$ cat config.mk
export PLATFORM = sky130hd
export DESIGN_NAME = data_periph_demux
export DESIGN_NICKNAME = d
export VERILOG_FILES = /design/src/common/demux_pkg.sv /design/src/periph_bridge/periph_bridge.sv /design/src/data_addr_decoder.sv /design/src/data_periph_demux.sv /design/src/req_router.sv /design/src/resp_mux.sv
export SDC_FILE = /design/constraint.sdc
export NUM_CORES = 1
export LEC_CHECK = 0
export BUFFER_PORTS_ARGS = -buffer_cell sky130_fd_sc_hd__buf_4
export CORE_AREA = 5 5 111 113
export CTS_CLUSTER_SIZE = 10
export DETAILED_ROUTE_END_ITERATION = 10
export DIE_AREA = 0 0 116 118
export PLACE_DENSITY = 0.82
export SYNTH_ARGS = -nofsm -noshare
export SYNTH_HDL_FRONTEND = slang
export SYNTH_SLANG_ARGS = --single-unit
$ cat constraint.sdc
create_clock -name clk -period 1.3 [get_ports clk]
set_input_delay 0.065 -clock clk [delete_from_list [all_inputs] [get_ports clk]]
set_output_delay 0.065 -clock clk [all_outputs]
set_load 0.005 [all_outputs]
$ cat src/common/demux_pkg.sv
// Data demux shared types
`default_nettype none

package demux_pkg;

  // ******************************
  // Widths
  // ******************************
  localparam int unsigned ADDR_W     = 32;
  localparam int unsigned DATA_W     = 32;
  localparam int unsigned BE_W       = DATA_W / 8;
  localparam int unsigned NIBBLE_W   = 4;
  localparam int unsigned REGION_W   = 12;
  localparam int unsigned CLUSTER_W  = 6;
  localparam int unsigned NIBBLE_LSB = ADDR_W - NIBBLE_W;   // Top nibble starts at bit 28
  localparam int unsigned REGION_LSB = ADDR_W - REGION_W;   // 1 MiB regions start at bit 20

  typedef logic [ADDR_W-1:0]    addr_t;
  typedef logic [DATA_W-1:0]    data_t;
  typedef logic [BE_W-1:0]      be_t;
  typedef logic [NIBBLE_W-1:0]  nibble_t;
  typedef logic [REGION_W-1:0]  region_t;
  typedef logic [CLUSTER_W-1:0] cluster_id_t;

  // ******************************
  // Enums
  // ******************************
  typedef enum logic [1:0] {
    SH  = 2'd0,   // Shared TCDM interconnect
    PE  = 2'd1,   // Peripheral interconnect
    EXT = 2'd2    // Demux peripherals
  } dest_e;

  typedef enum logic [1:0] {
    PE_IDLE    = 2'd0,
    PE_PENDING = 2'd1,
    PE_GRANTED = 2'd2
  } pe_state_e;

  // ******************************
  // Request and response
  // ******************************
  typedef struct packed {
    addr_t addr;
    logic  wen;     // High for a load
    data_t wdata;
    be_t   be;
  } req_t;

  typedef struct packed {
    logic  valid;
    data_t rdata;
    logic  opc;     // Error flag
  } rsp_t;

  // Memory map
  localparam region_t     CLUSTER_REGION_BASE = 12'h100;
  localparam int unsigned EXT_SEL_BIT         = 14;   // Splits the demux peripheral region

endpackage : demux_pkg

`default_nettype wire

$ cat src/periph_bridge/periph_bridge.sv
// Peripheral interconnect bridge
`timescale 1ns/1ps
`default_nettype none

module periph_bridge (
  input  logic            clk,
  input  logic            rst_ni,
  input  logic            req_i,
  output logic            pe_req_o,
  input  logic            pe_gnt_i,
  input  demux_pkg::rsp_t pe_rsp_i,
  output logic            core_gnt_o,
  output demux_pkg::rsp_t core_rsp_o
);

  import demux_pkg::*;

  localparam int unsigned STAGES = 2;

  pe_state_e state_q;
  pe_state_e state_d;

  logic [STAGES-1:0] vld_q;
  data_t             rdata_q [STAGES];
  logic              opc_q   [STAGES];
  rsp_t              stage_in [STAGES];

  // ******************************
  // Transaction FSM
  // ******************************
  always_ff @(posedge clk, negedge rst_ni)
  begin
    if (!rst_ni)
      state_q <= PE_IDLE;
    else
      state_q <= state_d;
  end

  always_comb
  begin
    state_d    = state_q;
    pe_req_o   = 1'b0;
    core_gnt_o = 1'b0;
    case (state_q)
      PE_IDLE:
      begin
        pe_req_o = req_i;
        if (req_i && pe_gnt_i)
          state_d = PE_PENDING;
      end
      PE_PENDING:
      begin
        if (pe_rsp_i.valid)
          state_d = PE_GRANTED;   // Core is granted one cycle later
      end
      PE_GRANTED:
      begin
        core_gnt_o = 1'b1;
        state_d    = PE_IDLE;
      end
      default: state_d = PE_IDLE;
    endcase
  end

  // ******************************
  // Response delay line
  // ******************************
  assign stage_in[0] = pe_rsp_i;
  assign stage_in[1] = '{valid: vld_q[0], rdata: rdata_q[0], opc: opc_q[0]};

  always_ff @(posedge clk, negedge rst_ni)
  begin
    if (!rst_ni)
      vld_q <= '0;
    else
      vld_q <= {stage_in[1].valid, stage_in[0].valid};
  end

  // Payload only moves with a valid response
  always_ff @(posedge clk)
  begin
    for (int i = 0; i < STAGES; i++)
    begin
      if (stage_in[i].valid)
      begin
        rdata_q[i] <= stage_in[i].rdata;
        opc_q[i]   <= stage_in[i].opc;
      end
    end
  end

  assign core_rsp_o = '{valid: vld_q[STAGES-1], rdata: rdata_q[STAGES-1], opc: opc_q[STAGES-1]};

endmodule : periph_bridge

`default_nettype wire

$ cat src/data_addr_decoder.sv
// Address remap and decode
`timescale 1ns/1ps
`default_nettype none

module data_addr_decoder #(
  parameter bit                 REMAP_ADDRESS      = 1'b0,
  parameter bit                 CLUSTER_ALIAS      = 1'b1,
  parameter demux_pkg::region_t CLUSTER_ALIAS_BASE = 12'h000
) (
  input  demux_pkg::req_t        core_req_data_i,
  input  demux_pkg::nibble_t     base_addr_i,
  input  demux_pkg::cluster_id_t cluster_id_i,
  output demux_pkg::req_t        out_req_o,
  output demux_pkg::dest_e       dest_o
);

  import demux_pkg::*;

  localparam region_t ALIAS_TS  = CLUSTER_ALIAS_BASE + 12'd1;
  localparam region_t ALIAS_PER = CLUSTER_ALIAS_BASE + 12'd2;

  nibble_t in_nibble;
  nibble_t out_nibble;
  region_t region;
  region_t tcdm_rw;
  region_t tcdm_ts;
  region_t dem_per;
  logic    hit_tcdm;
  logic    hit_dem_per;

  // ******************************
  // Top nibble remap
  // ******************************
  assign in_nibble = core_req_data_i.addr[ADDR_W-1:NIBBLE_LSB];

  always_comb
  begin
    out_nibble = in_nibble;
    if (REMAP_ADDRESS)
    begin
      if (in_nibble == base_addr_i)
        out_nibble = nibble_t'(1);
      else if (in_nibble == nibble_t'(1))
        out_nibble = base_addr_i;
    end
  end

  always_comb
  begin
    out_req_o      = core_req_data_i;   // wen, wdata and be pass through
    out_req_o.addr = {out_nibble, core_req_data_i.addr[NIBBLE_LSB-1:0]};
  end

  // ******************************
  // Region decode
  // ******************************
  assign region  = out_req_o.addr[ADDR_W-1:REGION_LSB];

  // Each cluster owns four consecutive regions
  assign tcdm_rw = CLUSTER_REGION_BASE + (region_t'(cluster_id_i) << 2);
  assign tcdm_ts = tcdm_rw + 12'd1;
  assign dem_per = tcdm_rw + 12'd2;

  assign hit_tcdm = (region == tcdm_rw) || (region == tcdm_ts) ||
                    (CLUSTER_ALIAS && ((region == CLUSTER_ALIAS_BASE) || (region == ALIAS_TS)));

  assign hit_dem_per = (region == dem_per) || (CLUSTER_ALIAS && (region == ALIAS_PER));

  always_comb
  begin
    if (hit_tcdm)
      dest_o = SH;
    else if (hit_dem_per)
      dest_o = out_req_o.addr[EXT_SEL_BIT] ? EXT : PE;
    else
      dest_o = PE;   // Cluster peripherals and everything beyond
  end

endmodule : data_addr_decoder

`default_nettype wire

$ cat src/data_periph_demux.sv
// Core data demultiplexer
`timescale 1ns/1ps
`default_nettype none

module data_periph_demux #(
  parameter bit                 REMAP_ADDRESS      = 1'b0,
  parameter bit                 CLUSTER_ALIAS      = 1'b1,
  parameter demux_pkg::region_t CLUSTER_ALIAS_BASE = 12'h000
) (
  input  logic                   clk,
  input  logic                   rst_ni,
  input  demux_pkg::nibble_t     base_addr_i,
  input  demux_pkg::cluster_id_t cluster_id_i,

  // Core side
  input  logic                   core_req_i,
  input  demux_pkg::req_t        core_req_data_i,
  output logic                   core_gnt_o,
  output demux_pkg::rsp_t        core_rsp_o,

  // Payload shared by all targets
  output demux_pkg::req_t        out_req_o,

  // Shared TCDM interconnect
  output logic                   sh_req_o,
  input  logic                   sh_gnt_i,
  input  logic                   sh_r_valid_i,
  input  demux_pkg::data_t       sh_r_rdata_i,

  // Demux peripherals
  output logic                   ext_req_o,
  input  logic                   ext_gnt_i,
  input  demux_pkg::rsp_t        ext_rsp_i,

  // Peripheral interconnect
  output logic                   pe_req_o,
  input  logic                   pe_gnt_i,
  input  demux_pkg::rsp_t        pe_rsp_i,

  // L2 performance strobes
  output logic                   perf_l2_ld_o,
  output logic                   perf_l2_st_o,
  output logic                   perf_l2_ld_cyc_o,
  output logic                   perf_l2_st_cyc_o
);

  import demux_pkg::*;

  dest_e dest;
  logic  bridge_req;    // Router to bridge
  logic  bridge_gnt;    // Bridge grant back to the core
  rsp_t  bridge_rsp;    // Delayed PE response

  data_addr_decoder #(
    .REMAP_ADDRESS      (REMAP_ADDRESS),
    .CLUSTER_ALIAS      (CLUSTER_ALIAS),
    .CLUSTER_ALIAS_BASE (CLUSTER_ALIAS_BASE)
  ) u_decoder (
    .core_req_data_i (core_req_data_i),
    .base_addr_i     (base_addr_i),
    .cluster_id_i    (cluster_id_i),
    .out_req_o       (out_req_o),
    .dest_o          (dest)
  );

  req_router u_router (
    .core_req_i       (core_req_i),
    .dest_i           (dest),
    .wen_i            (out_req_o.wen),
    .sh_gnt_i         (sh_gnt_i),
    .ext_gnt_i        (ext_gnt_i),
    .pe_gnt_i         (bridge_gnt),
    .sh_req_o         (sh_req_o),
    .ext_req_o        (ext_req_o),
    .pe_req_o         (bridge_req),
    .core_gnt_o       (core_gnt_o),
    .perf_l2_ld_o     (perf_l2_ld_o),
    .perf_l2_st_o     (perf_l2_st_o),
    .perf_l2_ld_cyc_o (perf_l2_ld_cyc_o),
    .perf_l2_st_cyc_o (perf_l2_st_cyc_o)
  );

  periph_bridge u_bridge (
    .clk        (clk),
    .rst_ni     (rst_ni),
    .req_i      (bridge_req),
    .pe_req_o   (pe_req_o),
    .pe_gnt_i   (pe_gnt_i),
    .pe_rsp_i   (pe_rsp_i),
    .core_gnt_o (bridge_gnt),
    .core_rsp_o (bridge_rsp)
  );

  resp_mux u_resp (
    .clk          (clk),
    .rst_ni       (rst_ni),
    .core_req_i   (core_req_i),
    .dest_i       (dest),
    .sh_r_valid_i (sh_r_valid_i),
    .sh_r_rdata_i (sh_r_rdata_i),
    .pe_rsp_i     (bridge_rsp),
    .ext_rsp_i    (ext_rsp_i),
    .core_rsp_o   (core_rsp_o)
  );

endmodule : data_periph_demux

`default_nettype wire

$ cat src/req_router.sv
// Request router and L2 strobes
`timescale 1ns/1ps
`default_nettype none

module req_router (
  input  logic             core_req_i,
  input  demux_pkg::dest_e dest_i,
  input  logic             wen_i,
  input  logic             sh_gnt_i,
  input  logic             ext_gnt_i,
  input  logic             pe_gnt_i,
  output logic             sh_req_o,
  output logic             ext_req_o,
  output logic             pe_req_o,
  output logic             core_gnt_o,
  output logic             perf_l2_ld_o,
  output logic             perf_l2_st_o,
  output logic             perf_l2_ld_cyc_o,
  output logic             perf_l2_st_cyc_o
);

  import demux_pkg::*;

  logic l2_req;
  logic l2_gnt;

  // ******************************
  // Strobe gating
  // ******************************
  always_comb
  begin
    sh_req_o   = 1'b0;
    ext_req_o  = 1'b0;
    pe_req_o   = 1'b0;
    core_gnt_o = 1'b0;
    case (dest_i)
      SH:
      begin
        sh_req_o   = core_req_i;
        core_gnt_o = sh_gnt_i;
      end
      EXT:
      begin
        ext_req_o  = core_req_i;
        core_gnt_o = ext_gnt_i;
      end
      default:
      begin
        pe_req_o   = core_req_i;   // Bridge handles the PE handshake
        core_gnt_o = pe_gnt_i;
      end
    endcase
  end

  // EXT and PE together form the L2 path
  assign l2_req = ext_req_o | pe_req_o;
  assign l2_gnt = (dest_i == EXT) ? ext_gnt_i : pe_gnt_i;

  // Performance strobes
  assign perf_l2_ld_o     = l2_req & l2_gnt & wen_i;
  assign perf_l2_st_o     = l2_req & l2_gnt & ~wen_i;
  assign perf_l2_ld_cyc_o = l2_req & wen_i;    // Every cycle a load waits or completes
  assign perf_l2_st_cyc_o = l2_req & ~wen_i;

endmodule : req_router

`default_nettype wire

$ cat src/resp_mux.sv
// Core response selection
`timescale 1ns/1ps
`default_nettype none

module resp_mux (
  input  logic             clk,
  input  logic             rst_ni,
  input  logic             core_req_i,
  input  demux_pkg::dest_e dest_i,
  input  logic             sh_r_valid_i,
  input  demux_pkg::data_t sh_r_rdata_i,
  input  demux_pkg::rsp_t  pe_rsp_i,
  input  demux_pkg::rsp_t  ext_rsp_i,
  output demux_pkg::rsp_t  core_rsp_o
);

  import demux_pkg::*;

  dest_e dest_q;   // Target of the last request

  always_ff @(posedge clk, negedge rst_ni)
  begin
    if (!rst_ni)
      dest_q <= SH;
    else if (core_req_i)
      dest_q <= dest_i;
  end

  // ******************************
  // Response select
  // ******************************
  always_comb
  begin
    case (dest_q)
      SH:
      begin
        core_rsp_o.valid = sh_r_valid_i;
        core_rsp_o.rdata = sh_r_rdata_i;
        core_rsp_o.opc   = 1'b0;   // TCDM never reports an error
      end
      PE:      core_rsp_o = pe_rsp_i;
      EXT:     core_rsp_o = ext_rsp_i;
      default: core_rsp_o = '0;
    endcase
  end

endmodule : resp_mux

`default_nettype wire

==> results of run 1 <==
-- path summary, 6_finish.rpt --
| kind | from | to | slack, ns | cells past startpoint |
|---|---|---|---|---|
| max | u_resp.dest_q[1] | core_rsp_o[11] | -0.32 | 5 |
| min | pe_gnt_i | u_bridge.state_q[0] | 0.05 | 3 |
| max reg2reg | u_resp.dest_q[0] | u_resp.dest_q[0] | 0.24 | 3 |
| min reg2reg | u_bridge.rdata_q[0][25] | u_bridge.rdata_q[0][57] | 0.42 | 0 |
| max in group asynchronous | rst_ni | u_bridge.vld_q[0] | 1.08 | 2 |
| min in group asynchronous | rst_ni | u_bridge.state_q[1] | 0.09 | 2 |
-- flip-flops by register name, indices dropped and copies added, names as in the netlist --
name / flops
u_bridge.opc_q: 2
u_bridge.vld_q: 2
u_bridge.rdata_q: 64
u_resp.dest_q: 2
u_bridge.state_q: 2
-- cell type report --
class	instances	area [µm²]
fillers	933	5370
repair buffers	246	2150
flip-flops and latches	72	2130
multi-input cells	138	1040
clock buffers	10	229
well taps	143	179
clock inverters	6	108
inverters	4	15.0
-- critical path: stages, from the launching register on --
cell and delay (ns):
dfrtp_2 0.44, buf_4 0.17, buf_12 0.14, mux2i_2 0.14
o21ai_1 0.18, buf_4 0.15
-- per-stage QoR --
step	cells	utilization, %
CTS	616	50.8
detailed placement	550	41.7
global placement	550	41.7
finish	619	52.1
floorplan	295	-
global route	619	52.1
-- layer usage --
metal | vias up | routed length [µm]
met2 | 173 | 7530
met1 | 1356 | 4090
met3 | 48 | 1040
met4 | 0 | 504
met5 | - | 0
li1 | 1337 | -
-- layout by cell type, fill, tap and decap left out, types with 2 or more instances in the layout --
cell | Yosys | final
buf_4 | 69 | 187
edfxtp_1 | 66 | 66
dlygate4sd3_1 | 0 | 35
o21ai_1 | 34 | 33
mux2i_1 | 33 | 32
nand2_1 | 36 | 22
nand2_2 | 0 | 13
clkbuf_16 | 0 | 12
buf_6 | 0 | 12
inv_1 | 4 | 4
xnor2_2 | 0 | 4
buf_8 | 0 | 4
dfrtp_1 | 6 | 4
nand4_1 | 3 | 3
bufinv_16 | 0 | 3
buf_16 | 0 | 3
o21ai_2 | 1 | 2
xnor2_1 | 6 | 2
nand3_1 | 3 | 2
nor2_1 | 3 | 2
and3_1 | 3 | 2
buf_12 | 0 | 2
dfrtp_2 | 0 | 2
-- timing repair --
item	4_1_cts	5_1_grt
pin swaps	12	7
endpoints found under the hold margin	40	0
endpoints found under the setup margin	41	41
hold buffers	35	0
cloned	5	3
resized for setup	41	24
setup buffers	10	2
-- logic make-up (layout without fill, tap and decap cells) --
kind of cell | after synthesis | count (layout) | synth area share (%)
and+or+nand+nor | 56 | 56 | 6.97
muxes | 33 | 33 | 9.16
buffers and inverters | 85 | 266 | 16.3
DFF | 72 | 72 | 59.1
xor gates and xnor gates | 6 | 6 | 1.46
AOI/OAI and AO/OA | 43 | 43 | 6.97
-- report_power, final --
part | internal [mW] | leakage [nW] | switching [mW]
Combinational | 0.600 | 1.62 | 0.360
Sequential | 2.75 | 0.716 | 0.0592
Clock | 1.87 | 0.164 | 0.894
Total | 5.22 | 2.50 | 1.31
==> results_dict.tcl, run 1 <==
set metrics [dict create \
    netlist_area_um2 3610 \
    ir_drop_uv 997 \
    rsz0062_at_grt "yes" \
    antenna_found_initial 0 \
    yosys_warnings 0 \
    final.setup.worst_slack_ns -0.321 \
    syn_nets 481 \
    synth.distinct_cells 29 \
    fin_nets 657 \
    min_period_ns 1.62 \
    violations "setup timing" \
    p_leak_nw 2.50 \
    drtIter0Drc 175 \
    start_kind "flop" \
    setup_viol 40 \
    max_slew_margin_pct 68.1 \
    ant_nets 0 \
    critPathArrivalTime_ns 1.56 \
    core-area_um2 11200 \
    grt_use_met2_pct 34.6 \
    tns_ns -9.12 \
    initial_core_util_pct 32.1 \
    grtUsageMet3_pct 4.52 \
    fin_crit_sh_pct 125 \
    dpl.hpwl_um 8890 \
    async_flop_share_pct 8.33 \
    grt_pass1_vias 3192 \
    crit_path_max_fanout 7 \
    wire_per_inst_um 21.3 \
    root_buffer "clkbuf_16" \
    hold_viol_final 0 \
    busiest_layer "met2" \
    yosysTopAreaCellShare_pct 55.0 \
    io_buffer_count 182 \
    grtUsageMet1_pct 17.3 \
    grt_util_all_layers_pct 18.2 \
    drv_slew 0 \
    synthTopCellsByArea "edfxtp_1 (55%), buf_4 (14%), mux2i_1 (9.2%)" \
    num_rows 39 \
    cts_tree "yes" \
    htreeDepth 3 \
    post_dp_cell_area_um2 4680 \
    clk_pin_slew_ns 0.05 \
    synth-main-ff-cell "edfxtp_1" \
    drc_errors 0 \
    drv_cap 0 \
    clock_sinks 72 \
    status "finished, violations left" \
    vias 2914 \
    clockBufferDepth 2 \
    place_ws_ns -0.326 \
    clock_skew_ns 0.00501 \
    synth_edf_count 66 \
    clk_latency_ns 0.33 \
    tightest_slew_ns 0.478 \
    syn_inst 295 \
    first_pass_iters 4 \
    end_kind "output port" \
    dieArea_um2 13700 \
    hold_path.class "primary input to flop" \
    yosysTopAreaCell "edfxtp_1" \
    numCtsBuffers 9 \
    power_density_nw_per_um2 1120 \
    crit_type "flop to output port" \
    drive_above_1_share_pct 54.8 \
    ioPinCount 297 \
    die_h_um 118 \
    fmax_ghz 0.617 \
    p_total_mw 6.53 \
    grt_max_degree 37 \
    ys_ff_latch 72 \
    synth_common_cells "buf_4 (69), edfxtp_1 (66), nand2_1 (36), o21ai_1 (34), mux2i_1 (33)" \
    holdWs_ns 0.0490 \
    synth.avg_cell_area_um2 12.2 \
    syn2layout_area_growth_pct 62.2 \
    wirelength_um 13200 \
    grt_overflow_total 0 \
    worstPathRequired_ns 1.24 \
    ys_seq_area_share_pct 59.1 \
    yosysMostFrequentCell "buf_4" \
    viasPerCell 4.71 \
    die_w_um 116 \
    diodes 0 \
    gp_congestion 0.795 \
    stdcell_area_um2 5850 \
    grt_pass1_wl_um 18400 \
]
(Power assumes the default switching activity.)
==> run 2, diff against run 1 <==
- GPL_TIMING_DRIVEN: default -> 0
- PLACE_DENSITY: 0.82 -> 0.79
- SKIP_CTS_REPAIR_TIMING: default -> 1
- clock period: 1.3 -> 1.87 ns (I/O delays scaled with it)
==> run 2 against run 1 <==
Effect of this change: the flow now finishes without violations; utilization increased by 3.5 points; non-clock buffer count increased by 108; first-iteration DRC count down 27%; combinational power decreased by 14%; die area stayed put; total power decreased by 33%; wire length down 8.1%; via count up 11%; register-to-register slack improved by 0.33 ns; clock power is 43% lower; clock skew shrank 0.0016 ns; worst hold slack better by 0.018 ns.
==> results_dict.tcl, run 2 (synthesis results as in run 1) <==
set metrics [dict create \
    ff2ff_setup_slack_ns 0.57 \
    tightest_slew_ns 0.658 \
    clockBufferDepth 2 \
    crit_path_top_delay_cell "dfrtp_1" \
    largest_register_ffs 64 \
    stdcell_area_um2 6250 \
    rr_worst_depth 1 \
    crit_type "flop to output port" \
    setup_viol 0 \
    drc_errors 0 \
    clk_pin_slew_ns 0.05 \
    p_leak_nw 2.86 \
    reg2reg_from "u_bridge.vld_q[0]" \
    min_period_ns 1.78 \
    grt_util_all_layers_pct 16.0 \
    post_dp_cell_area_um2 5560 \
    drv_cap 0 \
    end_kind "output port" \
    root_buffer "clkbuf_16" \
    dpl.hpwl_um 9760 \
    place_ws_ns 0.0686 \
    max_stage_delay_ns 0.33 \
    utilization_pct 55.7 \
    dp_cells 675 \
    fillCellCount 936 \
    clock_skew_ns 0.00346 \
    htreeDepth 3 \
    vias 3232 \
    cts_tree "yes" \
    fin_crit_sh_pct 95.1 \
    core-area_um2 11200 \
    syn2layout_area_growth_pct 73.2 \
    top_register "u_bridge.rdata_q" \
    num_rows 39 \
    worstPathRequired_ns 1.78 \
    path_cells "buf_4 -> clkbuf_4 -> mux2i_1 -> o21ai_1 -> buf_4" \
    clk_latency_ns 0.32 \
    path_common_cell "buf_4" \
    io_buffer_count 237 \
    die_h_um 118 \
    fin_cells 725 \
    grt_max_degree 37 \
    initial_core_util_pct 32.1 \
    hold_path.class "primary input to flop" \
    holdWs_ns 0.0671 \
    ant_nets 0 \
    tns_ns 0 \
    gp_congestion 0.780 \
    crit_path_max_fanout 10 \
    wirelength_um 12100 \
    drtIter0Drc 128 \
    numCtsBuffers 9 \
    critPathArrivalTime_ns 1.68 \
    drv_slew 0 \
    antenna_found_initial 1 \
    hold_viol_final 0 \
    max_slew_margin_pct 56.1 \
    start_kind "flop" \
    grt_pass1_wl_um 16700 \
    grt_overflow_total 0 \
    crit_path_end "core_rsp_o[23]" \
    drive_above_1_share_pct 57.4 \
    fin_nets 765 \
    fmax_ghz 0.562 \
    die_w_um 116 \
    layout_commonest_cell "buf_4" \
    first_pass_iters 4 \
    clock_sinks 72 \
    ir_drop_uv 592 \
    critPathLaunch "u_resp.dest_q[1]" \
    wire_per_inst_um 16.7 \
    viasPerCell 4.46 \
    p_total_mw 4.36 \
    diodes 0 \
    final.setup.worst_slack_ns 0.0922 \
    power_density_nw_per_um2 698 \
    final_cell_mix "buf_4 (310), edfxtp_1 (66), nand2_1 (36)" \
    status "finished clean" \
    dieArea_um2 13700 \
    ioPinCount 297 \
    grt_pass1_vias 3233 \
    r2r_end "u_bridge.rdata_q[0][42]" \
]
==> run 2: layout make-up <==
type                       count  area [µm²]  area share, %
buffer                        81         601           9.62
clock buffer                  10         229           3.67
clock inverter                 4        47.5          0.761
inverter                       4        15.0          0.240
multi-input combinational    138         886           14.2
sequential                    72        2130           34.1
tap                          143         179           2.86
timing repair buffer         273        2160           34.5
==> run 2: worst min-delay path by stage <==
| stage | to | cells after the start | startpoint | slack, ns |
|---|---|---|---|---|
| 6_report | u_bridge.state_q[0] | 3 | pe_gnt_i | 0.07 |
| 5_1_grt | u_bridge.state_q[0] | 3 | pe_gnt_i | 0.05 |
| 4_1_cts | u_resp.dest_q[1] | 1 | rst_ni | -0.44 |
| 3_5_place_dp | u_resp.dest_q[1] | 1 | rst_ni | -0.09 |
| 3_3_place_gp | u_bridge.vld_q[1] | 1 | rst_ni | -0.1 |
| 2_1_floorplan | u_bridge.state_q[0] | 0 | rst_ni | -0.20 |
==> run 2: routing by layer <==
metal / GRT usage [%] / part of all wire (%) / routed length [µm]
met4: 7.47 / 3.2 / 388
met2: 29.1 / 53 / 6420
met5: 0 / 0.11 / 13
met1: 15.4 / 32 / 3840
met3: 6.43 / 12 / 1440
==> run 2: critical path: cells and delay by family (launching register included) <==
kind	cells	cell delay, ns
muxes	1	0.23
AOI/OAI and AO/OA	1	0.10
DFF	1	0.33
buffers and inverters	3	0.69
==> run 2: power breakdown <==
group	switching [mW]	total (mW)	internal, mW
Clock	0.573	1.58	1.01
Combinational	0.276	0.821	0.545
Sequential	0.0429	1.96	1.91
